## src/cnn_pkg.sv

```systemverilog
package cnn_pkg;

    // ====================
    // Structure
    // ====================
    localparam int CI = 2;  // Input channels, one kernel each

    // ====================
    // Default geometry
    // ====================
    localparam int DEF_KX = 5;
    localparam int DEF_KY = 5;

    // Default widths
    localparam int DEF_I_F_BW = 8;  // Feature pixel, unsigned
    localparam int DEF_W_BW   = 8;  // Weight, signed
    localparam int DEF_B_BW   = 8;  // Bias, signed
    localparam int DEF_O_F_BW = 8;  // Output pixel, unsigned

    // ====================
    // Width rules
    // ====================

    // One pixel times one weight
    function automatic int mul_bw(input int i_f_bw, input int w_bw);
        return i_f_bw + w_bw;
    endfunction

    // Kernel sum grows by log2 of the tap count
    function automatic int acc_bw(
        input int i_f_bw,
        input int w_bw,
        input int kx,
        input int ky
    );
        return mul_bw(i_f_bw, w_bw) + $clog2(kx * ky);
    endfunction

endpackage
```

## src/cnn_weight_bank.sv

```systemverilog
module cnn_weight_bank import cnn_pkg::*; #(
    parameter int KX   = DEF_KX,
    parameter int KY   = DEF_KY,
    parameter int W_BW = DEF_W_BW
) (
    input  logic                          clk,
    input  logic                          reset_n,
    input  logic                          i_wgt_we,
    input  logic [$clog2(CI*KX*KY)-1:0]   i_wgt_idx,
    input  logic [W_BW-1:0]               i_wgt_data,
    output logic [KX*KY*W_BW-1:0]         o_weight_ch0,
    output logic [KX*KY*W_BW-1:0]         o_weight_ch1
);

    localparam int N_TAP = KX * KY;    // Weights per channel
    localparam int N_WGT = CI * N_TAP; // Whole bank

    // ====================
    // Storage
    // ====================

    // Channel 0 first, then channel 1, row-major inside a channel
    logic [W_BW-1:0] wgt_mem [N_WGT];

    always_ff @(posedge clk or negedge reset_n) begin
        if (!reset_n) begin
            for (int i = 0; i < N_WGT; i++) begin
                wgt_mem[i] <= '0;
            end
        end else if (i_wgt_we && (i_wgt_idx < N_WGT)) begin  // Out of range idx dropped
            wgt_mem[i_wgt_idx] <= i_wgt_data;
        end
    end

    // ====================
    // Per-channel split
    // ====================

    // Tap t sits at bits [t*W_BW +: W_BW], same order as the window
    for (genvar t = 0; t < N_TAP; t++) begin : g_split
        assign o_weight_ch0[t*W_BW +: W_BW] = wgt_mem[t];
        assign o_weight_ch1[t*W_BW +: W_BW] = wgt_mem[N_TAP + t];
    end

endmodule

```

## config.mk

```make
export PLATFORM = sky130hd
export DESIGN_NAME = cnn_weight_bank
export DESIGN_NICKNAME = d
export VERILOG_FILES = /design/src/cnn_pkg.sv /design/src/cnn_weight_bank.sv
export SDC_FILE = /design/constraint.sdc
export NUM_CORES = 1
export LEC_CHECK = 0
export BUFFER_PORTS_ARGS = -buffer_cell sky130_fd_sc_hd__buf_4
export CORE_ASPECT_RATIO = 1.5
export CORE_UTILIZATION = 45
export DETAILED_ROUTE_END_ITERATION = 7
export PLACE_DENSITY = 0.7
export SKIP_CTS_REPAIR_TIMING = 1
export SYNTH_ARGS = -nofsm -noshare
export SYNTH_HDL_FRONTEND = slang
export SYNTH_SLANG_ARGS = --single-unit
```

## constraint.sdc

```tcl
create_clock -name clk -period 1.7 [get_ports clk]
set_clock_uncertainty 0.05 [all_clocks]
set_input_delay 0.17 -clock clk [delete_from_list [all_inputs] [get_ports clk]]
set_output_delay 0.17 -clock clk [all_outputs]
set_load 0.02 [all_outputs]
```

# Word level (Yosys, flattened, before mapping)
# Index checks and enable logic that the tools add are counted.
totals:
  regBits: 400
  input_bits: 17
  output_inout_bits: 400
  wordCells: 59
classes:
  n_lt_le_gt_ge: 3
  n_mux: 3
  bitwise_logic: 1
  reduce_logical: 2
op_table:
  columns: ["cell", "n"]
  rows:
  - ["bitwise mux 400 bit", 1]
  - ["demux 8 bit (select 6 bit)", 1]
  - ["2-to-1 mux 8 bit", 1]
  - ["greater-or-equal comparator 7 bit (second input constant)", 1]
  - ["less-than comparator 7 x 1 -> 1 bit (second input constant)", 1]
  - ["inverter 6 -> 7 bit", 1]
  - ["less-than comparator 6 bit (second input constant)", 1]
  - ["logical AND 1 bit", 2]

# Longest topological paths before layout
logic_depth:
  depth_word: 6
  ltp_mapped: 5
  mapped_depth_nobuf: 3

# Worst setup path after synthesis
# Ideal clock, no wire load.
synth_path:
  kind: "input -> register"
  from: "in i_wgt_idx[0]"
  to: "reg wgt_mem (netlist bit o_weight_ch0[112])"
  setup_time_ns: 0.125
  arrival_ns: 1.411
  required_ns: 1.525
  slack_ns: 0.114
  stages: 4
  n_path_buf: 1
  cell_sequence: "buf_2 nand3b_1 nor2_2 mux2_2"
synth_via:
  elab_chain_cells: 6
synth_lines:
  columns: ["item", "line_no", "text"]
  rows:
  - ["from (decl)", "cnn_weight_bank.sv:9", "input logic [$clog2(CI*KX*KY)-1:0] i_wgt_idx,"]
  - ["inverter 6 -> 7 bit (not written as such)", "cnn_weight_bank.sv:31", "wgt_mem[i_wgt_idx] <= i_wgt_data;"]
  - ["greater-or-equal comparator 7 bit (not written as such) or less-than comparator 7 x 1 -> 1 bit (tied branches)", "cnn_weight_bank.sv:31", null]
  - ["logical AND 1 bit (not written as such)", "cnn_weight_bank.sv:31", null]
  - ["2-to-1 mux 8 bit (not written as such)", "cnn_weight_bank.sv:31", null]
  - ["demux 8 bit (select 6 bit)", "cnn_weight_bank.sv:31", null]
  - ["bitwise mux 400 bit", "cnn_weight_bank.sv:31", null]
  - ["to (signal, indexed assignment)", "cnn_weight_bank.sv:31", null]
  - ["to (decl)", "cnn_weight_bank.sv:23", "logic [W_BW-1:0] wgt_mem [N_WGT];"]
# Several ways; a longest one is shown, not always the timed one.
# A chain may end at the register's enable or synchronous reset.

# Worst setup path after layout
layout_path:
  from: "in i_wgt_idx[4]"
  to: "reg wgt_mem (netlist bit o_weight_ch0[61])"
# The elaborated chain is that of the path after synthesis.

==> results.cfg <==
[floorplan]
io_pins = 417
die_w_um = 153
die_area_um2 = 34900
initial_core_utilization_pct = 45.8
die_h_um = 228
std_cell_rows = 82
floorplan.core_area_um2 = 33500

[clocking]
clk_latency_ns = 0.52
clk_pin_slew_ns = 0.06
tritoncts_clock_tree = yes
htree_levels = 2
ctsLongestPathBuffers = 3
cts.root.buffer_cell = sky130_fd_sc_hd__clkbuf_16
cts_made_buffers = 38
clock_sinks = 400

[power_and_ir_drop]
clockPowerShare_pct = 32.9
pwr_density_cell_nw_per_um2 = 1230
worst_ir_drop_vdd_v = 0.00104
power.share.combinational_pct = 22.6
p_leak_nw = 10.8
power.share.switching_pct = 29.0
p_int_mw = 18.3
seq_power_share_pct = 44.6
switching_power_mw = 7.48
sum_of_internal_switching_and_leakage_power_mw = 25.8

[timing]
rsz_0062_raised_after_global_routing = false
fmax_mhz = 708
maxSlewViolCount = 0
post-route-worst-setup-slack_ns = 0.287
setup_viol = 0
finalWorstPathRequiredPeriod_ns = 1.41
normalized_max_slew_margin_pct = 41.8
finalHoldViolations = 0
min_period_over_period_pct = 83.1
max_slew.worst_pin.slew_ns = 0.869

[cells_and_area]
fillCellCount = 2575
finalCoreUtilization_pct = 62.5
ratio_of_cells_with_drive_above_1_in_the_final_layout_pct = 69.8
final_area_um2 = 21000
diodes = 0
nNetsFinal = 1421
fin_cells = 1852
area_growth_pct = 36.2

[yosys]
postSynthRegisterBits = 400
post-synth-top-count-cell = sky130_fd_sc_hd__dfrtp_1
syn_area_um2 = 15400
postSynth.topFlopCell = sky130_fd_sc_hd__dfrtp_1
synth_instances = 927
netlist-cell-type-count = 24
synth-edff-count = 0
synth_area_leader_cell = sky130_fd_sc_hd__dfrtp_1
ys.warnings.count = 0
synth_area_per_cell_um2 = 16.6
synth_common_cells = 400 x sky130_fd_sc_hd__dfrtp_1, 389 x sky130_fd_sc_hd__mux2_2, 46 x sky130_fd_sc_hd__clkbuf_1
ys_seq_area_share_pct = 65.1
postSynthNetCount = 944
synth_top_area_share_pct = 65.1
async_reset_ff_share_pct = 100
post_synth_main_area_contributors = sky130_fd_sc_hd__dfrtp_1 65%, sky130_fd_sc_hd__mux2_2 28%, sky130_fd_sc_hd__clkbuf_1 1.1%

[worst_setup_path]
timing.rr.end = o_weight_ch1[143]
worst_ep_required_time_ns = 2.07
worstReg2RegStart = o_weight_ch1[143]
setup.worst_path.start = i_wgt_idx[4]
end_kind = register
critPathArrivalTime_ns = 1.78
rr_worst_depth = 1
crit_fanout = 8
worstSetupEndpoint = o_weight_ch0[61]
worstSetupStartpointType = input port
setup.reg_to_reg.worst_slack_ns = 0.84
timing.setup.critical_path_class = input port to register

[placed_design]
gp_routability_congestion = 0.780
placement.cell_area_um2 = 19700
dpl.cell_count = 1783
post-place-ws_ns = -0.278
dp.final_hpwl_um = 30200
port-buffer-count = 416

[drt]
drt-pass1-iter-count = 4
remaining_drc_errors = 0
finalWirelength_um = 43900
detail_routed_net_length_per_standard_cell_um = 23.7
vias = 9774
drt-initial-drc-count = 356
vias_per_cell = 5.28
detail-route-antenna-nets = 0

[outcome]
result_of_the_run = completed

[grt]
overflow = 0
antenna_found_initial = 0
largest_net_degree_at_the_start_of_global_routing = 70
groute.usage.overall_pct = 25.5
first_global_vias = 10500
first_pass_grt_wire_length_um = 66300

[job]
maxCapViolations = 0

[hold_path]
min_path_type = input port to asynchronous set/reset pin
==> metal layers <==
metal  vias to the layer above  track usage [%]  wire length, um
met5                         -                0                0
met3                       107             5.18             2340
met2                       338             44.1            22500
li1                       4210                -                -
met1                      5119             29.7            16700
met4                         0             13.4             2360
==> power by group through the flow <==
stage | clock, mW | sequential, mW | combinational, mW
finish | 8.49 | 11.5 | 5.83
global route | 9.02 | 11.7 | 6.09
CTS | 8.66 | 11.5 | 5.90
detailed placement | 0 | 11.7 | 5.89
global placement | 0 | 11.6 | 5.82
floorplan | 0 | 13.1 | 1.30
==> critical path: stages <==
cell                     delay, ns
sky130_fd_sc_hd__buf_4        0.11
sky130_fd_sc_hd__or4b_1       0.61
sky130_fd_sc_hd__buf_4        0.23
sky130_fd_sc_hd__nor2_4       0.27
sky130_fd_sc_hd__mux2_2       0.38
==> placed cells by master, fill, tap and decap left out <==
cell / instances
sky130_fd_sc_hd__bufinv_16: 3
sky130_fd_sc_hd__and4bb_2: 3
sky130_fd_sc_hd__nor4b_4: 2
sky130_fd_sc_hd__nand2_1: 6
sky130_fd_sc_hd__nor3_2: 1
sky130_fd_sc_hd__nor3b_2: 3
sky130_fd_sc_hd__clkbuf_16: 39
sky130_fd_sc_hd__buf_12: 28
sky130_fd_sc_hd__mux2_1: 3
sky130_fd_sc_hd__nor4_4: 1
sky130_fd_sc_hd__nor2_2: 20
sky130_fd_sc_hd__nand2_2: 18
sky130_fd_sc_hd__nor2_4: 4
sky130_fd_sc_hd__nand3_1: 1
sky130_fd_sc_hd__and4b_1: 2
sky130_fd_sc_hd__or4b_1: 1
sky130_fd_sc_hd__nand3b_1: 3
sky130_fd_sc_hd__clkbuf_1: 11
sky130_fd_sc_hd__inv_6: 1
sky130_fd_sc_hd__clkinvlp_4: 1
sky130_fd_sc_hd__nand4b_1: 2
sky130_fd_sc_hd__nand4b_4: 1
sky130_fd_sc_hd__dfrtp_1: 400
sky130_fd_sc_hd__dlygate4sd3_1: 1
sky130_fd_sc_hd__buf_4: 463
sky130_fd_sc_hd__buf_8: 1
sky130_fd_sc_hd__mux2_4: 8
sky130_fd_sc_hd__mux2_2: 389
sky130_fd_sc_hd__clkbuf_8: 5
sky130_fd_sc_hd__clkinv_2: 8
sky130_fd_sc_hd__nand4bb_1: 3
==> registers in the layout (all words and copies together) (netlist names) <==
name          flops
o_weight_ch1    200
o_weight_ch0    200
==> layout make-up <==
cell class | instances | area [um2] | share of cell area (%)
Sequential cell | 400 | 10000 | 47.8
Timing Repair Buffer | 493 | 4060 | 19.4
Clock buffer | 55 | 1090 | 5.18
Clock inverter | 13 | 146 | 0.699
Tap cell | 420 | 526 | 2.51
Multi-Input combinational cell | 471 | 5130 | 24.5
==> stage by stage <==
| step | setup TNS (ns) | hold slack (ns) |
|---|---|---|
| after floorplan | 0 | -0.176 |
| after global placement | -17.33 | 0.0217 |
| after detailed placement | -14.61 | 0.0217 |
| after CTS | 0 | -0.540 |
| after global routing | 0 | 0.0738 |
| final | 0 | 0.0597 |
==> cells by family (layout without fill, tap and decap cells) <==
| family | Yosys count | count (layout) | synth area share (%) |
|---|---|---|---|
| buffers and inverters | 56 | 561 | 1.59 |
| flip-flops | 400 | 400 | 65.1 |
| multiplexers | 400 | 400 | 29.5 |
| AND/OR/NAND/NOR | 71 | 71 | 3.85 |
==> worst min-delay path by stage <==
stage          cells after the start           endpoint     from
5_1_grt                            2   o_weight_ch0[14]  reset_n
6_report                           2  o_weight_ch1[109]  reset_n
3_5_place_dp                       1  o_weight_ch1[109]  reset_n
3_3_place_gp                       1  o_weight_ch1[109]  reset_n
4_1_cts                            1    o_weight_ch1[8]  reset_n
2_1_floorplan                      0    o_weight_ch0[0]  reset_n
Power figures use the tool's default switching activity.
