==> config.mk <==
export PLATFORM = sky130hd
export DESIGN_NAME = cnn_kernel
export DESIGN_NICKNAME = d
export VERILOG_FILES = /design/src/cnn_pkg.sv /design/src/cnn_kernel.sv
export SDC_FILE = /design/constraint.sdc
export NUM_CORES = 2
export LEC_CHECK = 0
export BUFFER_PORTS_ARGS = -buffer_cell sky130_fd_sc_hd__buf_2
export CAP_MARGIN = 20
export CORE_MARGIN = 4
export CORE_UTILIZATION = 65
export DETAILED_ROUTE_END_ITERATION = 6
export PLACE_DENSITY = 0.9
export SETUP_SLACK_MARGIN = 0.1
export SLEW_MARGIN = 20
export SYNTH_ARGS = -nofsm -noshare
export SYNTH_HDL_FRONTEND = slang
export SYNTH_SLANG_ARGS = --single-unit
==> constraint.sdc <==
create_clock -name clk -period 14.77 [get_ports clk]
set_input_delay 2.954 -clock clk [delete_from_list [all_inputs] [get_ports clk]]
set_output_delay 2.954 -clock clk [all_outputs]
set_load 0.05 [all_outputs]
==> src/cnn_pkg.sv <==
package cnn_pkg;

    // ====================
    // Structure
    // ====================
    localparam int CI = 2;  // Input channels, one kernel each

    // ====================
    // Default geometry
    // ====================
    localparam int DEF_KX = 5;
    localparam int DEF_KY = 5;

    // Default widths
    localparam int DEF_I_F_BW = 8;  // Feature pixel, unsigned
    localparam int DEF_W_BW   = 8;  // Weight, signed
    localparam int DEF_B_BW   = 8;  // Bias, signed
    localparam int DEF_O_F_BW = 8;  // Output pixel, unsigned

    // ====================
    // Width rules
    // ====================

    // One pixel times one weight
    function automatic int mul_bw(input int i_f_bw, input int w_bw);
        return i_f_bw + w_bw;
    endfunction

    // Kernel sum grows by log2 of the tap count
    function automatic int acc_bw(
        input int i_f_bw,
        input int w_bw,
        input int kx,
        input int ky
    );
        return mul_bw(i_f_bw, w_bw) + $clog2(kx * ky);
    endfunction

endpackage
==> src/cnn_kernel.sv <==
module cnn_kernel import cnn_pkg::*; #(
    parameter int KX     = DEF_KX,
    parameter int KY     = DEF_KY,
    parameter int I_F_BW = DEF_I_F_BW,
    parameter int W_BW   = DEF_W_BW
) (
    input  logic                                              clk,
    input  logic                                              reset_n,
    input  logic [KX*KY*W_BW-1:0]                             i_cnn_weight,
    input  logic                                              i_in_valid,
    input  logic [KX*KY*I_F_BW-1:0]                           i_in_fmap,
    output logic                                              o_ot_valid,
    output logic signed [acc_bw(I_F_BW, W_BW, KX, KY)-1:0]    o_ot_kernel_acc
);

    localparam int N_TAP  = KX * KY;
    localparam int M_BW   = mul_bw(I_F_BW, W_BW);
    localparam int ACC_BW = acc_bw(I_F_BW, W_BW, KX, KY);

    // ====================
    // Valid pipeline
    // ====================

    // Bit 0 after the product stage, bit 1 after the sum stage
    logic [1:0] r_valid;

    always_ff @(posedge clk or negedge reset_n) begin
        if (!reset_n) begin
            r_valid <= 2'b00;
        end else begin
            r_valid <= {r_valid[0], i_in_valid};
        end
    end

    assign o_ot_valid = r_valid[1];

    // ====================
    // Stage 1 multiply
    // ====================

    // Tap t = row*KX + col for both pixel and weight
    logic signed [M_BW-1:0] mul [N_TAP];
    logic signed [M_BW-1:0] r_mul [N_TAP];

    always_comb begin
        for (int t = 0; t < N_TAP; t++) begin
            // Zero bit keeps the pixel unsigned inside a signed multiply
            mul[t] = $signed({1'b0, i_in_fmap[t*I_F_BW +: I_F_BW]})
                   * $signed(i_cnn_weight[t*W_BW +: W_BW]);
        end
    end

    always_ff @(posedge clk) begin
        if (i_in_valid) begin
            for (int t = 0; t < N_TAP; t++) begin
                r_mul[t] <= mul[t];
            end
        end
    end

    // ====================
    // Stage 2 sum
    // ====================

    logic signed [ACC_BW-1:0] acc_sum;
    logic signed [ACC_BW-1:0] r_acc;

    // Adder tree left to synthesis
    always_comb begin
        acc_sum = '0;
        for (int t = 0; t < N_TAP; t++) begin
            acc_sum = acc_sum + r_mul[t];  // Sign extended to ACC_BW
        end
    end

    always_ff @(posedge clk or negedge reset_n) begin
        if (!reset_n) begin
            r_acc <= '0;
        end else if (r_valid[0]) begin     // Products of this window are ready
            r_acc <= acc_sum;
        end
    end

    assign o_ot_kernel_acc = r_acc;

endmodule

---- Yosys cells after proc, flatten, opt, wreduce, memory -nomap -nowiden ----
Memories as Yosys holds them, arrays and structs flattened.
Index checks and enable logic that the tools add are counted.
storage, ports and cells
  bits in latches ......................... 0
  register bits after elaboration ......... 23
  logic and storage cells ................. 54
  bits in read-only memories .............. 0
  input bits .............................. 403
  memories kept ........................... 1
  memory bits (writable) .................. 400
  output and inout port bits .............. 22
cells by class
  eq/ne operators ......................... 0
  reductions and logical operators ........ 0
  shifts and indexed selects .............. 0
  muxes and demuxes ....................... 2
  add/sub/neg operators ................... 24
  div/mod/pow operators ................... 0
  order comparisons ....................... 0
  $mul .................................... 25
  bitwise gates (word level) .............. 0
memory list
  memory  depth  width  rd ports  clocked after Yosys merged registers in  wr ports  RTL line          text
  r_mul   25     16     25        0                                        25        cnn_kernel.sv:43  logic signed [M_BW-1:0] r_mul [N_TAP];
operators by type and width
  operator                                      number
  9-bit by 8-bit multiplier with 16-bit output  25
  21-bit by 16-bit adder with 21-bit output     19
  20-bit by 16-bit adder with 21-bit output     1
  19-bit by 16-bit adder with 20-bit output     1
  18-bit by 16-bit adder with 19-bit output     1
  17-bit by 16-bit adder with 18-bit output     1
  16-bit by 16-bit adder with 17-bit output     1
  1-bit two-way mux                             2

---- Depth between registers and ports, before layout ----
  depth in word-level cells ............... 24
  depth in mapped cells ................... 21
  gate-level depth less buffers ........... 20

---- Worst setup path after synthesis ----
Ideal clock, no wire load.
  path kind ............................... in2reg
  start ................................... input port i_cnn_weight[127]
  end ..................................... memory r_mul[1][125] (netlist name) (data pin)
  setup slack ............................. 8.004 ns
  stages on the path ...................... 14
  path buffers ............................ 0
  data arrival time ....................... 6.506 ns
  data required time ...................... 14.510 ns
  setup time .............................. 0.260 ns
  cell sequence ........................... inv_1 > fa_1 > fa_1 > inv_1 > fa_1 > inv_1 > fa_1 > inv_1 > ha_1 > o21a_1 > a2111o_1 > a41o_1 > a21oi_1 > xnor2_1
RTL lines
  element      RTL line          text
  from (decl)  cnn_kernel.sv:9   input logic [KX*KY*W_BW-1:0] i_cnn_weight,
  to (decl)    cnn_kernel.sv:43

==> summary.md <==
The overall die area is 122000 um^2, and the maximum buffer depth of the clock tree is 3. The maximum frequency from static timing analysis was 151 MHz. Across all layers, the routed design uses 54.2k vias. The period utilization works out to 45.0%. From synthesis to final layout, the design area changed by 7.60%. The initial antenna violation count came out at 46. TritonCTS built the clock tree. The most used flip-flop cell after synthesis is sky130_fd_sc_hd__edfxtp_1. In the routed layout, each cell is associated on average with a via count of 5.66. For the worst flop-to-flop path, the logic depth is 20. After synthesis the cells add up to 75900 um^2. After detailed routing, the number of remaining DRC violations is 0.

The net count of the finished layout is 10.7k. The tools report the global placement routability congestion as 0.959. The critical setup path kind was primary input to flop. The die extent in y is 350 um, and the global router's overall resource usage is 32.1%. The count of flip-flops with a built-in enable after synthesis came out at 400. The cell sitting at the root of the clock tree is a sky130_fd_sc_hd__clkbuf_16.

The first global-routing pass estimated 309000 um of wire. Setup repair after global routing left no endpoint under its margin. After clock tree synthesis, the repair step resized 0 gates.

The adder and majority cell fraction of the synthesized area was 51.5%; the initial core utilization was 65.4%. Synthesis handed over a netlist of 7499 instances. The x dimension of the die is 350 um. In this run, CTS created clock tree buffers numbering 48. Number of hold-slack violations in the final timing report: 0. Slew of the pin with the lowest slew margin: 1.15 ns. The post-synthesis area per instance came out at 10.1 um^2. The most frequent cell after synthesis is sky130_fd_sc_hd__inv_1. Of the cells placed in the final design, the portion with a size suffix greater than 1 is 6.90%. After detailed routing, the average wire length per cell comes to 19.9 um.

Summing the sequential cell areas from Yosys gives 16.6% of the chip area. After floorplanning, the core was sized to cover 116000 um^2. Kind of start point of the critical path: a primary input. The fraction of the mapped netlist area in simple logic gates was 14.5%; the number of different library cells in the post-synthesis netlist was 72. Setup violations remaining at the end of the flow were counted as 0. The area fraction in compound gates after synthesis is 4.79%.

Sorting the synthesized cells by area gives the leading types as sky130_fd_sc_hd__fa_1, sky130_fd_sc_hd__ha_1, sky130_fd_sc_hd__edfxtp_1. The worst path in the final design needs a cycle of 6.64 ns, including I/O delays and setup. The clock reaches the later pin of the worst-skew pair after 0.62 ns. The floorplan has 125 rows. The first routing iteration left 3862 violations.

Yosys printed 0 warnings. After clock tree synthesis, the clock-pin slew on the worst setup and hold paths is 0.06 ns. Ranked by instance count, the synthesized netlist is headed by sky130_fd_sc_hd__inv_1, sky130_fd_sc_hd__fa_1, sky130_fd_sc_hd__ha_1, sky130_fd_sc_hd__and2_1, sky130_fd_sc_hd__nand2_1.

Buffers placed on the I/O ports in this run total 424. Summed over all instances, the cell type with the most area after synthesis is sky130_fd_sc_hd__fa_1. In the synthesized netlist, mux cells make up 0.233% of the area. The post-synthesis net count is 10.2k. The share of the synthesized area in the top cell type is 34.5%, and the data required time at the worst endpoint is 15.20 ns. The logs give 7.08 ns for the data arrival time of the worst path and 23.4% for the headroom to the max-slew limit. For the number of global-route vias before repair, the log shows 59.0k.

The dominant combinational cell family by area after synthesis was adder cells. The run gives 0 as the max-capacitance violation count. The tools report the number of hold buffers added after CTS as 0.

The tools report the capturing element type of the critical path as a flop. The tools report the count of clock tree sinks as 423. The filler cells instantiated in the layout total 8195. In this run the remaining antenna-violating nets after routing total 0. The class of the tightest hold or removal check is flop to flop. The tools report the total overflow reported by the global router as 0.

Before antenna repair, the detailed router went through 6 iterations. The share of async-settable or async-resettable flops after synthesis came out at 5.44%. Number of cells on the worst hold path: 2. Final max-slew violation count: 0. After detailed routing, the total wire length is 190000 um. The deepest level of the CTS H-tree was 2. Summed over all failing endpoints, the final setup total negative slack is 0 ns.

Post-CTS timing repair inserted 0 buffers for setup. The run finished with clean final reports. Counting flops and latches in the post-synthesis netlist gives 423.

Entering global routing, the biggest net connects 185 pins. The run gives 161000 um as the HPWL after detailed placement. Of all nets on the critical path, the largest fanout is 8. The synthesized netlist devotes 3.56% of its cell area to XOR and XNOR gates.

Pin placement for this block handled 425 I/O pins. The worst-case clock skew is 0.0317 ns.
[per-stage QoR]
step	utilization [%]	std cells	setup slack [ns]	instance area, um^2	hold slack (ns)
2_1_floorplan	-	7499	8.00	75900	0.407
3_3_place_gp	68.8	9445	7.60	79900	0.463
3_5_place_dp	68.8	9445	7.56	79900	0.472
4_1_cts	70.2	9534	8.18	81500	0.489
5_1_grt	70.3	9571	7.88	81600	0.501
6_report	70.3	9575	8.13	81600	0.485
[logic make-up after synthesis]
logic type               after synthesis
adder cells (fa/ha/maj)             2339
AND/OR/NAND/NOR                     2097
multiplexers                          16
flip-flops                           423
buffers and inverters               1783
AO/OA/AOI/OAI                        533
XOR/XNOR                             308
[registers in the layout (all words and copies together), names as in the netlist]
signal / flops
o_ot_kernel_acc: 21
r_mul: 400
r_valid: 2
[path summary, 6_finish.rpt]
path / startpoint / to / slack (ns)
setup / recovery: i_in_fmap[6] / r_mul[0][14]$_DFFE_PP_ / 8.13
hold / removal: o_ot_kernel_acc[14]$_DFFE_PN0P_ / o_ot_kernel_acc[14]$_DFFE_PN0P_ / 0.48
setup reg to reg: r_mul[1][66]$_DFFE_PP_ / o_ot_kernel_acc[14]$_DFFE_PN0P_ / 8.39
hold reg to reg: o_ot_kernel_acc[14]$_DFFE_PN0P_ / o_ot_kernel_acc[14]$_DFFE_PN0P_ / 0.48
max in group asynchronous: reset_n / o_ot_kernel_acc[1]$_DFFE_PN0P_ / 11.98
min in group asynchronous: reset_n / o_ot_kernel_acc[8]$_DFFE_PN0P_ / 2.36
[worst max-delay path, stage by stage]
cell	delay, ns
sky130_fd_sc_hd__buf_2	0.16
sky130_fd_sc_hd__and2_1	0.19
sky130_fd_sc_hd__fa_1	0.55
sky130_fd_sc_hd__inv_1	0.06
sky130_fd_sc_hd__fa_1	0.49
sky130_fd_sc_hd__fa_1	0.50
sky130_fd_sc_hd__inv_1	0.05
sky130_fd_sc_hd__fa_1	0.46
sky130_fd_sc_hd__ha_1	0.33
sky130_fd_sc_hd__o21ai_0	0.25
sky130_fd_sc_hd__a21oi_1	0.10
sky130_fd_sc_hd__o41ai_2	0.37
sky130_fd_sc_hd__or4b_1	0.49
sky130_fd_sc_hd__o211ai_1	0.11
[layout make-up]
cell class	instances	area (um^2)	area share, %
Antenna cell	41	103	0.126
Clock buffer	56	1240	1.52
Clock inverter	33	374	0.458
Inverter	1778	6670	8.18
Multi-Input combinational cell	5293	56600	69.3
Sequential cell	423	12600	15.4
Tap cell	1524	1910	2.34
Timing Repair Buffer	427	2170	2.66
[layout by cell type (no fill, tap or decap), types with 8 or more instances in the layout]
master,instances
sky130_fd_sc_hd__a2111oi_0,14
sky130_fd_sc_hd__a211oi_1,22
sky130_fd_sc_hd__a21o_1,46
sky130_fd_sc_hd__a21oi_1,142
sky130_fd_sc_hd__a31oi_1,19
sky130_fd_sc_hd__and2_1,857
sky130_fd_sc_hd__and3_1,14
sky130_fd_sc_hd__buf_2,423
sky130_fd_sc_hd__clkbuf_16,48
sky130_fd_sc_hd__dfrtp_1,23
sky130_fd_sc_hd__diode_2,41
sky130_fd_sc_hd__edfxtp_1,400
sky130_fd_sc_hd__fa_1,1308
sky130_fd_sc_hd__ha_1,1031
sky130_fd_sc_hd__inv_1,1778
sky130_fd_sc_hd__mux2_2,13
sky130_fd_sc_hd__nand2_1,610
sky130_fd_sc_hd__nand2b_1,154
sky130_fd_sc_hd__nand3_1,28
sky130_fd_sc_hd__nand4_1,13
sky130_fd_sc_hd__nor2_1,226
sky130_fd_sc_hd__nor2b_1,60
sky130_fd_sc_hd__nor3_1,79
sky130_fd_sc_hd__nor4_1,12
sky130_fd_sc_hd__o211ai_1,19
sky130_fd_sc_hd__o21a_1,18
sky130_fd_sc_hd__o21ai_0,106
sky130_fd_sc_hd__o21ai_1,13
sky130_fd_sc_hd__o21ai_2,9
sky130_fd_sc_hd__o21bai_1,40
sky130_fd_sc_hd__o31ai_1,13
sky130_fd_sc_hd__o41ai_2,18
sky130_fd_sc_hd__or4b_1,8
sky130_fd_sc_hd__xnor2_1,257
sky130_fd_sc_hd__xor2_1,51
[per-layer routing]
metal  vias up  wire (um)  part of all wire (%)  track usage [%]
li1      24300          -                     -                -
met1     27200      70800                    37             39.9
met2      2166      94900                    50             55.3
met3       583      13000                   6.8             4.44
met4         6      11600                   6.1             16.2
met5         -         41                 0.022                0
Power is not shown: default switching activity piles up to over one toggle a cycle in this logic, so the estimate is an artifact.
