File: config.mk
export PLATFORM = sky130hd
export DESIGN_NAME = cnn_channel_sum
export DESIGN_NICKNAME = d
export VERILOG_FILES = /design/src/cnn_pkg.sv /design/src/cnn_channel_sum.sv
export SDC_FILE = /design/constraint.sdc
export NUM_CORES = 1
export LEC_CHECK = 0
export BUFFER_PORTS_ARGS = -buffer_cell sky130_fd_sc_hd__buf_2
export CAP_MARGIN = 20
export CORE_MARGIN = 5
export CORE_UTILIZATION = 53
export DETAILED_ROUTE_END_ITERATION = 8
export MAX_ROUTING_LAYER = met4
export PLACE_DENSITY = 0.92
export SYNTH_ARGS = -nofsm -noshare
export SYNTH_HDL_FRONTEND = slang
export SYNTH_SLANG_ARGS = --single-unit
File: constraint.sdc
create_clock -name clk -period 0.8 [get_ports clk]
set_input_delay 0.12 -clock clk [delete_from_list [all_inputs] [get_ports clk]]
set_output_delay 0.12 -clock clk [all_outputs]
set_load 0.02 [all_outputs]
File: src/cnn_pkg.sv
package cnn_pkg;

    // ====================
    // Structure
    // ====================
    localparam int CI = 2;  // Input channels, one kernel each

    // ====================
    // Default geometry
    // ====================
    localparam int DEF_KX = 5;
    localparam int DEF_KY = 5;

    // Default widths
    localparam int DEF_I_F_BW = 8;  // Feature pixel, unsigned
    localparam int DEF_W_BW   = 8;  // Weight, signed
    localparam int DEF_B_BW   = 8;  // Bias, signed
    localparam int DEF_O_F_BW = 8;  // Output pixel, unsigned

    // ====================
    // Width rules
    // ====================

    // One pixel times one weight
    function automatic int mul_bw(input int i_f_bw, input int w_bw);
        return i_f_bw + w_bw;
    endfunction

    // Kernel sum grows by log2 of the tap count
    function automatic int acc_bw(
        input int i_f_bw,
        input int w_bw,
        input int kx,
        input int ky
    );
        return mul_bw(i_f_bw, w_bw) + $clog2(kx * ky);
    endfunction

endpackage
File: src/cnn_channel_sum.sv
module cnn_channel_sum import cnn_pkg::*; #(
    parameter int KX     = DEF_KX,
    parameter int KY     = DEF_KY,
    parameter int I_F_BW = DEF_I_F_BW,
    parameter int W_BW   = DEF_W_BW,
    parameter int B_BW   = DEF_B_BW,
    parameter int O_F_BW = DEF_O_F_BW
) (
    input  logic                                              clk,
    input  logic                                              reset_n,
    input  logic                                              i_in_valid,
    input  logic signed [acc_bw(I_F_BW, W_BW, KX, KY)-1:0]    i_acc_ch0,
    input  logic signed [acc_bw(I_F_BW, W_BW, KX, KY)-1:0]    i_acc_ch1,
    input  logic signed [B_BW-1:0]                            i_bias,
    output logic                                              o_ot_valid,
    output logic [O_F_BW-1:0]                                 o_ot_fmap
);

    localparam int ACC_BW = acc_bw(I_F_BW, W_BW, KX, KY);

    // Widest operand plus two carry bits for a three-input add
    localparam int MAX_BW = (ACC_BW > B_BW) ? ACC_BW : B_BW;
    localparam int WIDE_BW = (MAX_BW > O_F_BW) ? MAX_BW : O_F_BW;
    localparam int SUM_BW = WIDE_BW + 2;

    // Largest output pixel, positive in SUM_BW
    localparam logic signed [SUM_BW-1:0] O_MAX = {{(SUM_BW-O_F_BW){1'b0}}, {O_F_BW{1'b1}}};

    // ====================
    // Add and clamp
    // ====================

    logic signed [SUM_BW-1:0] total;
    logic [O_F_BW-1:0] clamp;

    always_comb begin
        total = SUM_BW'(i_acc_ch0) + SUM_BW'(i_acc_ch1) + SUM_BW'(i_bias);
    end

    always_comb begin
        if (total[SUM_BW-1]) begin
            clamp = '0;                    // ReLU
        end else if (total > O_MAX) begin
            clamp = '1;                    // Saturate high
        end else begin
            clamp = total[O_F_BW-1:0];
        end
    end

    // ====================
    // Output register
    // ====================

    always_ff @(posedge clk or negedge reset_n) begin
        if (!reset_n) begin
            o_ot_valid <= 1'b0;
            o_ot_fmap  <= '0;
        end else begin
            o_ot_valid <= i_in_valid;
            if (i_in_valid) begin
                o_ot_fmap <= clamp;        // Holds last pixel between strobes
            end
        end
    end

endmodule

* Word level (Yosys, flattened, before mapping) *
Index checks and enable logic that the tools add are counted.

word-level totals
  input bits = 53
  logic and storage cells = 7
  output and inout bits = 9
  flip-flop bits (word level) = 9

cells by class
  add/subtract/negate cells = 2
  magnitude comparators = 1
  multiplexer cells = 2

operators with widths
  operator             count
  $add 22x8->23        1
  $gt 23x9->1 const B  1
  $add 21x21->22       1
  $mux 8               2

* Logic depth before layout (Yosys ltp) *
Gate-level depths: netlist (run 1).

  word-level depth = 5
  mapped depth = 12
  gate-level depth less buffers = 12

* Worst setup path after synthesis (run 1) *
OpenSTA, ideal clock, no wires.

  path kind = input-to-reg
  start point = in i_acc_ch0[1]
  end point = reg o_ot_fmap[0]
  path slack = -2.286 ns
  library setup time = 0.123 ns
  arrival time = 2.963 ns
  path buffers = 0
  stages on the path = 11
  required time = 0.677 ns
  path through = fa_1 ha_1 fa_1 a211oi_1 o21ai_1 and3_1 o31a_1 or3_1 a21oi_1 nand4_2 o221a_1

between the ends
  longest elaborated chain between the ends = 5

RTL lines
  element               RTL line               RTL
  start, declared       cnn_channel_sum.sv:12  input logic signed [acc_bw(I_F_BW, W_BW, KX, KY)-1:0] i_acc_ch0,
  $add 21x21->22 *      cnn_channel_sum.sv:37  total = SUM_BW'(i_acc_ch0) + SUM_BW'(i_acc_ch1) + SUM_BW'(i_bias);
  $add 22x8->23 *       cnn_channel_sum.sv:37
  $gt 23x9->1           cnn_channel_sum.sv:43  end else if (total > O_MAX) begin
  $mux 8                cnn_channel_sum.sv:43
  $mux 8 *              cnn_channel_sum.sv:41  if (total[SUM_BW-1]) begin
  end signal, assigned  cnn_channel_sum.sv:61  o_ot_fmap <= clamp;
  end, declared         cnn_channel_sum.sv:16  output logic [O_F_BW-1:0] o_ot_fmap

Every way passes the cells marked *; elsewhere a longest branch is shown, timed or not.
A chain may end at the register's enable or synchronous reset.

* Worst setup path after layout (run 1) *
  start point = in i_acc_ch0[1]
  end point = reg o_ot_fmap[4]

The elaborated chain is that of the path after synthesis.

==> results of run 1 <==
-- worst paths after layout --
kind	cells after the start	to	slack (ns)
worst max-delay path	12	o_ot_fmap[4]	-2.17
worst min-delay path	2	o_ot_valid	0.21
worst max register to register	2	o_ot_fmap[6]	-0.07
worst min register to register	1	o_ot_fmap[1]	0.58
max in group asynchronous	2	o_ot_fmap[4]	0.34
min in group asynchronous	2	o_ot_fmap[2]	0.28
-- cells by family after synthesis --
family	after synthesis
DFF	9
xor gates and xnor gates	13
AOI/OAI and AO/OA	72
muxes	3
adders and majority gates	43
buffers and inverters	20
and+or+nand+nor	50
-- flip-flops by register name, summed over array words and instances, names as in the netlist --
signal and count:
o_ot_valid 1, o_ot_fmap 8
-- power by group through the flow --
stage / clock network [mW] / registers, mW / logic [mW]
2_1_floorplan: 0 / 0.791 / 2.25
3_3_place_gp: 0 / 0.643 / 3.78
3_5_place_dp: 0 / 0.645 / 3.96
6_report: 0.506 / 0.673 / 4.52
4_1_cts: 0.507 / 0.666 / 4.24
5_1_grt: 0.541 / 0.686 / 4.87
-- synthesized netlist by cell type (all sizes together) (5+ instances only) --
library cell,number,share of area
inv,12,0.023
o21a,5,0.019
dfrtp,9,0.11
ha,21,0.13
fa,22,0.22
a21o,5,0.019
o221a,9,0.051
nand4,5,0.019
xnor2,8,0.035
a21oi,20,0.052
nor3,6,0.020
xor2,5,0.022
nand2,16,0.030
nor2,9,0.017
o21ai,10,0.025
-- what timing repair did --
item                       CTS  global route
hold endpoints to repair     9             0
pin swaps                    3            14
gates resized for setup     22            13
setup buffers                4             1
hold buffers                 1             0
setup endpoints to repair   17            17
-- layout make-up --
cell class | count | area, µm²
Sequential cell | 9 | 225
Inverter | 12 | 45.0
Timing Repair Buffer | 118 | 811
Tap cell | 48 | 60.1
Multi-Input combinational cell | 181 | 1790
Clock buffer | 4 | 45.0
Fill cell | 231 | 689
-- per-stage QoR --
stage / total power, mW / hold slack, ns / cells / util
2_1_floorplan: 3.04 / -0.176 / 210 / -
3_3_place_gp: 4.42 / -0.0312 / 362 / 0.746
3_5_place_dp: 4.60 / -0.0271 / 362 / 0.746
4_1_cts: 5.41 / 0.207 / 371 / 0.792
5_1_grt: 6.09 / 0.215 / 372 / 0.812
6_report: 5.70 / 0.214 / 372 / 0.812
-- worst reg2reg max path, stage by stage, from the launching register on --
cell and delay, ns:
dfrtp_1 0.39, buf_4 0.14, o221a_1 0.23
-- routing by layer --
layer,GRT usage,share of wire,wire length (µm),up-vias
met2,0.443,0.52,3160,109
met1,0.254,0.37,2260,1063
met5,-,0,0,-
met3,0.0295,0.069,417,20
li1,-,-,-,1028
met4,0.0960,0.032,191,0
==> reports/qor.txt, run 1 <==
Crit Path Class -> in -> reg
Switching power -> 2.54 mW
H-tree Lvls -> 1
Yosys cell types -> 50
Ratio of total power to cell area -> 1920 nW/µm²
Area of placed instances -> 2730 µm²
CP top delay family -> compound AO/OA/AOI/OAI gates
CTS Buf Count -> 3
Synth Area in XOR/XNOR -> 0.0572
Yosys reg bits -> 9
Root Driver -> clkbuf_8
Dominant synthesized flop cell -> dfrtp_1
GRT overflow -> 0
Slowest cell on crit path -> fa_1
Largest net degree at the start of global routing -> 12
P_leak -> 1.42 nW
Synth Area per Inst -> 9.48 µm²
Io pins -> 62
Switching Share -> 0.446
Logic pwr share -> 0.793
Hold Vio Cnt, Final -> 0
Min-delay src -> i_in_valid
Drt pass-1 iters -> 4
Number of flops mapped to enable cells by yosys -> 0
Die W -> 71.3 µm
Netlist area before placement -> 1990 µm²
DR WL/cell -> 16.2 µm
Fin. max-slew vios -> 0
Bufs and invs on worst path -> 1
Reg2reg start -> o_ot_fmap[6]
Post-Syn Instances -> 210
Total GRT Usage -> 0.239
Count of port buffers added during placement -> 61
Simple logic cell fraction of the synthesized area -> 0.139
Vias -> 2220
Post-synthesis sequential area ratio -> 0.113
TritonCTS clock tree -> built
Area grow syn2layout -> 49.3%
RD Place Congestion -> 1.04
Fin Setup TNS -> -17.69 ns
Clock slew at reported path FFs -> 0.04 ns
Worst slack at placement -> -2.38 ns
Failing checks -> negative setup slack
Fraction of layout cells with a size suffix above 1 -> 0.451
Clock sink total -> 9
Residual DRC -> 0
Final worst slack -> -2.17 ns
Max-Slew Margin vs Limit -> 0.699
Main combinational cell family by area after synthesis -> adder cells
Clock Latency Late Sink -> 0.23 ns
Unrepaired setup endpoints after global routing -> true
WP data required -> 0.90 ns
Initial antenna violation count -> 0
Final Instance Area -> 2970 µm²
Critical Path AT -> 3.07 ns
Final worst path period share -> 3.72
Skew final -> 0 ns
Ys Warns -> 0
Power Internal -> 3.16 mW
Commonest cells after routing, fill and taps aside -> buf_4, buf_2, fa_1, ha_1
Fin nets -> 421
CP max FO -> 8
Vias in the first global route -> 2277
Post-DR vias/cell -> 5.97
Rows -> 22
Most common cell after layout, fill and taps aside -> buf_4
Worst hold path class -> in -> reg
Hpwl dp -> 4810 µm
Syn_nets -> 306
CP cell instances -> buf_6, fa_1, ha_2, fa_2, a211oi_2, o21ai_2, and3_1, o31a_1, or3_4, a21oi_4, nand4_4, o221a_1
Std-Cell Core Area -> 3660 µm²
Mux share of post-synthesis cell area -> 0.0176
CP Launch Point -> i_acc_ch0[1]
Initial Utilization -> 0.544
Compound-cell area share of the yosys netlist -> 0.280
Die area -> 5080 µm²
Sequential share of power -> 0.118
ANT nets after route -> 0
1st-iter DRT viols -> 171
Status -> complete, but fails checks
Clock Path Buffers -> 2
Clock power share -> 0.089
Final WL -> 6040 µm
Asr flop ratio synth -> 1.00
Setup crit end kind -> flop
CP max stage delay -> 0.48 ns
Global-route wire length before repair -> 9710 µm
Worst-margin pin slew -> 0.446 ns
Final min period -> 2.97 ns
# Max-Cap Violations -> 0
Post-synthesis adder-cell area fraction -> 0.353
F_max -> 336 MHz
Height of the die -> 71.3 µm
Final setup violation count -> 17
Startpoint Class -> input port
Antenna Cells -> 0
Peak VDD IR -> 0.949 mV
Power figures use the tool's default switching activity.
==> run 2: changes to the inputs <==
- PLACE_DENSITY: 0.92 -> 0.82
==> run 2 against run 1 <==
- the run still ends with negative setup slack left
- setup slack got worse by 0.051 ns
- sequential share of layout area fell by 0.13 points
- register-to-register slack got worse by 0.04 ns
- final cell count rose by 1.9%
- worst hold slack got worse by 0.0038 ns
- critical endpoint is now o_ot_fmap[3]
- maximum frequency fell by 1.7%
- highest routed layer unchanged
- combinational power barely moved
- via count fell by 0.99%
- total power rose by 0.64%
- largest power group unchanged
- utilization rose by 1.4 points
==> reports/qor.txt, run 2 (synthesis gave the netlist of run 1 again) <==
Failing checks -> negative setup slack
Most common cell after layout, fill and taps aside -> buf_4
Fraction of layout cells with a size suffix above 1 -> 0.456 (+0.00558)
CP max FO -> 8 (unchanged)
Final worst path period share -> 3.78 (+0.0640)
Register name with the most flops -> o_ot_fmap
Drt pass-1 iters -> 4 (unchanged)
TritonCTS clock tree -> built
Global-route wire length before repair -> 10600 µm (+9.2%)
Vias -> 2198 (-0.99%)
Clock sink total -> 9 (unchanged)
Post-DR vias/cell -> 5.80 (-2.8%)
Ratio of total power to cell area -> 1900 nW/µm² (-1.0%)
Initial Utilization -> 0.544 (unchanged)
Initial antenna violation count -> 0 (unchanged)
CTS Buf Count -> 3 (unchanged)
P_leak -> 1.45 nW (+2.0%)
Critical Path Most Common Cell -> buf_6
Std-Cell Core Area -> 3660 µm² (unchanged)
Crit Path Class -> in -> reg
CP top delay family -> adder cells
Worst hold path class -> in -> reg
Setup crit end kind -> flop
Largest net degree at the start of global routing -> 11 (-1)
Antenna Cells -> 0 (unchanged)
CP max stage delay -> 0.48 ns (about the same)
Fin nets -> 428 (+1.7%)
Die area -> 5080 µm² (unchanged)
Bufs and invs on worst path -> 2 (+1)
Total Power -> 5.74 mW (+0.64%)
GRT overflow -> 0 (unchanged)
Count of port buffers added during placement -> 61 (unchanged)
Largest registers -> o_ot_fmap (8), o_ot_valid (1)
Final worst slack -> -2.22 ns (-0.0512 ns)
Critical Path AT -> 3.13 ns (+0.06 ns)
Fin Setup TNS -> -18.39 ns (-0.697 ns)
Clock Path Buffers -> 2 (unchanged)
Die W -> 71.3 µm (unchanged)
Unrepaired setup endpoints after global routing -> true
# Max-Cap Violations -> 0 (unchanged)
Commonest cells after routing, fill and taps aside -> buf_4, buf_2, fa_1, ha_1
RD Place Congestion -> 1.03 (-1.5%)
Peak VDD IR -> 0.810 mV (-15%)
Fin. max-slew vios -> 0 (unchanged)
Total GRT Usage -> 0.264 (+0.0249)
CP cell instances -> buf_6, fa_1, ha_2, fa_2, a211oi_4, buf_6, o21ai_4, and3_4, o31a_1, or3_1, a21oi_2, nand4_4, o221a_1
WP data required -> 0.91 ns (about the same)
Clock Latency Late Sink -> 0.23 ns (about the same)
Root Driver -> clkbuf_8
Worst slack at placement -> -2.40 ns (-0.0140 ns)
Io pins -> 62 (unchanged)
Met2 WL -> 3260 µm (+2.9%)
DR WL/cell -> 16.2 µm (-0.25%)
Final WL -> 6130 µm (+1.6%)
Slowest cell on crit path -> fa_1
Met3 wire len -> 306 µm (-27%)
Logic pwr share -> 0.793 (about the same)
Vias in the first global route -> 2409 (+5.8%)
Switching power -> 2.50 mW (-1.6%)
Startpoint Class -> input port
Max-Slew Margin vs Limit -> 0.702 (+0.00267)
Status -> complete, but fails checks
Max layer used -> met4
Hold Vio Cnt, Final -> 0 (unchanged)
Height of the die -> 71.3 µm (unchanged)
Sequential share of power -> 0.118 (about the same)
1st-iter DRT viols -> 106 (-38%)
Rows -> 22 (unchanged)
Final min period -> 3.02 ns (+0.0512 ns)
Power Internal -> 3.23 mW (+2.5%)
Met1 Routed Length -> 2400 µm (+6.0%)
Clock slew at reported path FFs -> 0.04 ns (about the same)
Skew final -> 0 ns (unchanged)
Hpwl dp -> 4720 µm (-2.0%)
Residual DRC -> 0 (unchanged)
F_max -> 331 MHz (-1.7%)
Final setup violation count -> 17 (unchanged)
Max reg flops -> 8 (unchanged)
Switching Share -> 0.436 (-0.00994)
Worst-margin pin slew -> 0.441 ns (-0.00507 ns)
ANT nets after route -> 0 (unchanged)
Clock power share -> 0.089 (about the same)
Area grow syn2layout -> 51.8%
H-tree Lvls -> 1 (unchanged)
==> run 2: changes by cell type in the layout (fill, tap and decap cells not counted), sizes merged <==
cell and delta:
buf +7
==> run 2: power groups by stage <==
stage	sequential (mW)	combinational, mW	clock [mW]
floorplan	0.791	2.25	0
global placement	0.641	3.85	0
detailed placement	0.647	3.94	0
CTS	0.658	4.41	0.518
global route	0.686	4.97	0.556
finish	0.677	4.55	0.513
==> run 2: what timing repair did <==
item | in CTS | in global routing
setup endpoints to repair | 17 | 17
gates resized for setup | 28 | 5
hold endpoints to repair | 9 | 0
setup buffers | 9 | 0
pin swaps | 5 | 2
hold buffers | 1 | 0
==> run 2: cell type report <==
| cell class | instances | area (µm²) |
|---|---|---|
| multi-input combinational | 181 | 1780 |
| timing repair buffer | 125 | 867 |
| fill | 252 | 639 |
| sequential | 9 | 225 |
| tap | 48 | 60.1 |
| clock buffer | 4 | 45.0 |
| inverter | 12 | 45.0 |
==> run 2: final timing paths <==
path / end / depth (start not counted) / slack [ns] / startpoint
max: o_ot_fmap[3] / 13 / -2.22 / i_acc_ch0[1]
min: o_ot_valid / 2 / 0.21 / i_in_valid
max reg2reg: o_ot_fmap[0] / 2 / -0.11 / o_ot_fmap[0]
min reg2reg: o_ot_fmap[4] / 2 / 0.67 / o_ot_fmap[4]
max in group asynchronous: o_ot_fmap[7] / 2 / 0.36 / reset_n
min in group asynchronous: o_ot_fmap[6] / 2 / 0.27 / reset_n
==> run 2: per-layer routing <==
metal  vias to the layer above  GRT usage
met5                         -          -
met4                         0      0.106
met3                        14     0.0238
met2                        74      0.474
met1                      1069      0.299
li1                       1041          -
==> run 2: through the flow <==
stage                     instances   util  hold WS (ns)  area, µm²
after floorplan                 210      -        -0.176       2000
after global placement          365  0.752       -0.0299       2750
after detailed placement        365  0.752       -0.0249       2750
after CTS                       379  0.821         0.198       3000
after global routing            379  0.825         0.219       3020
final                           379  0.825         0.210       3020
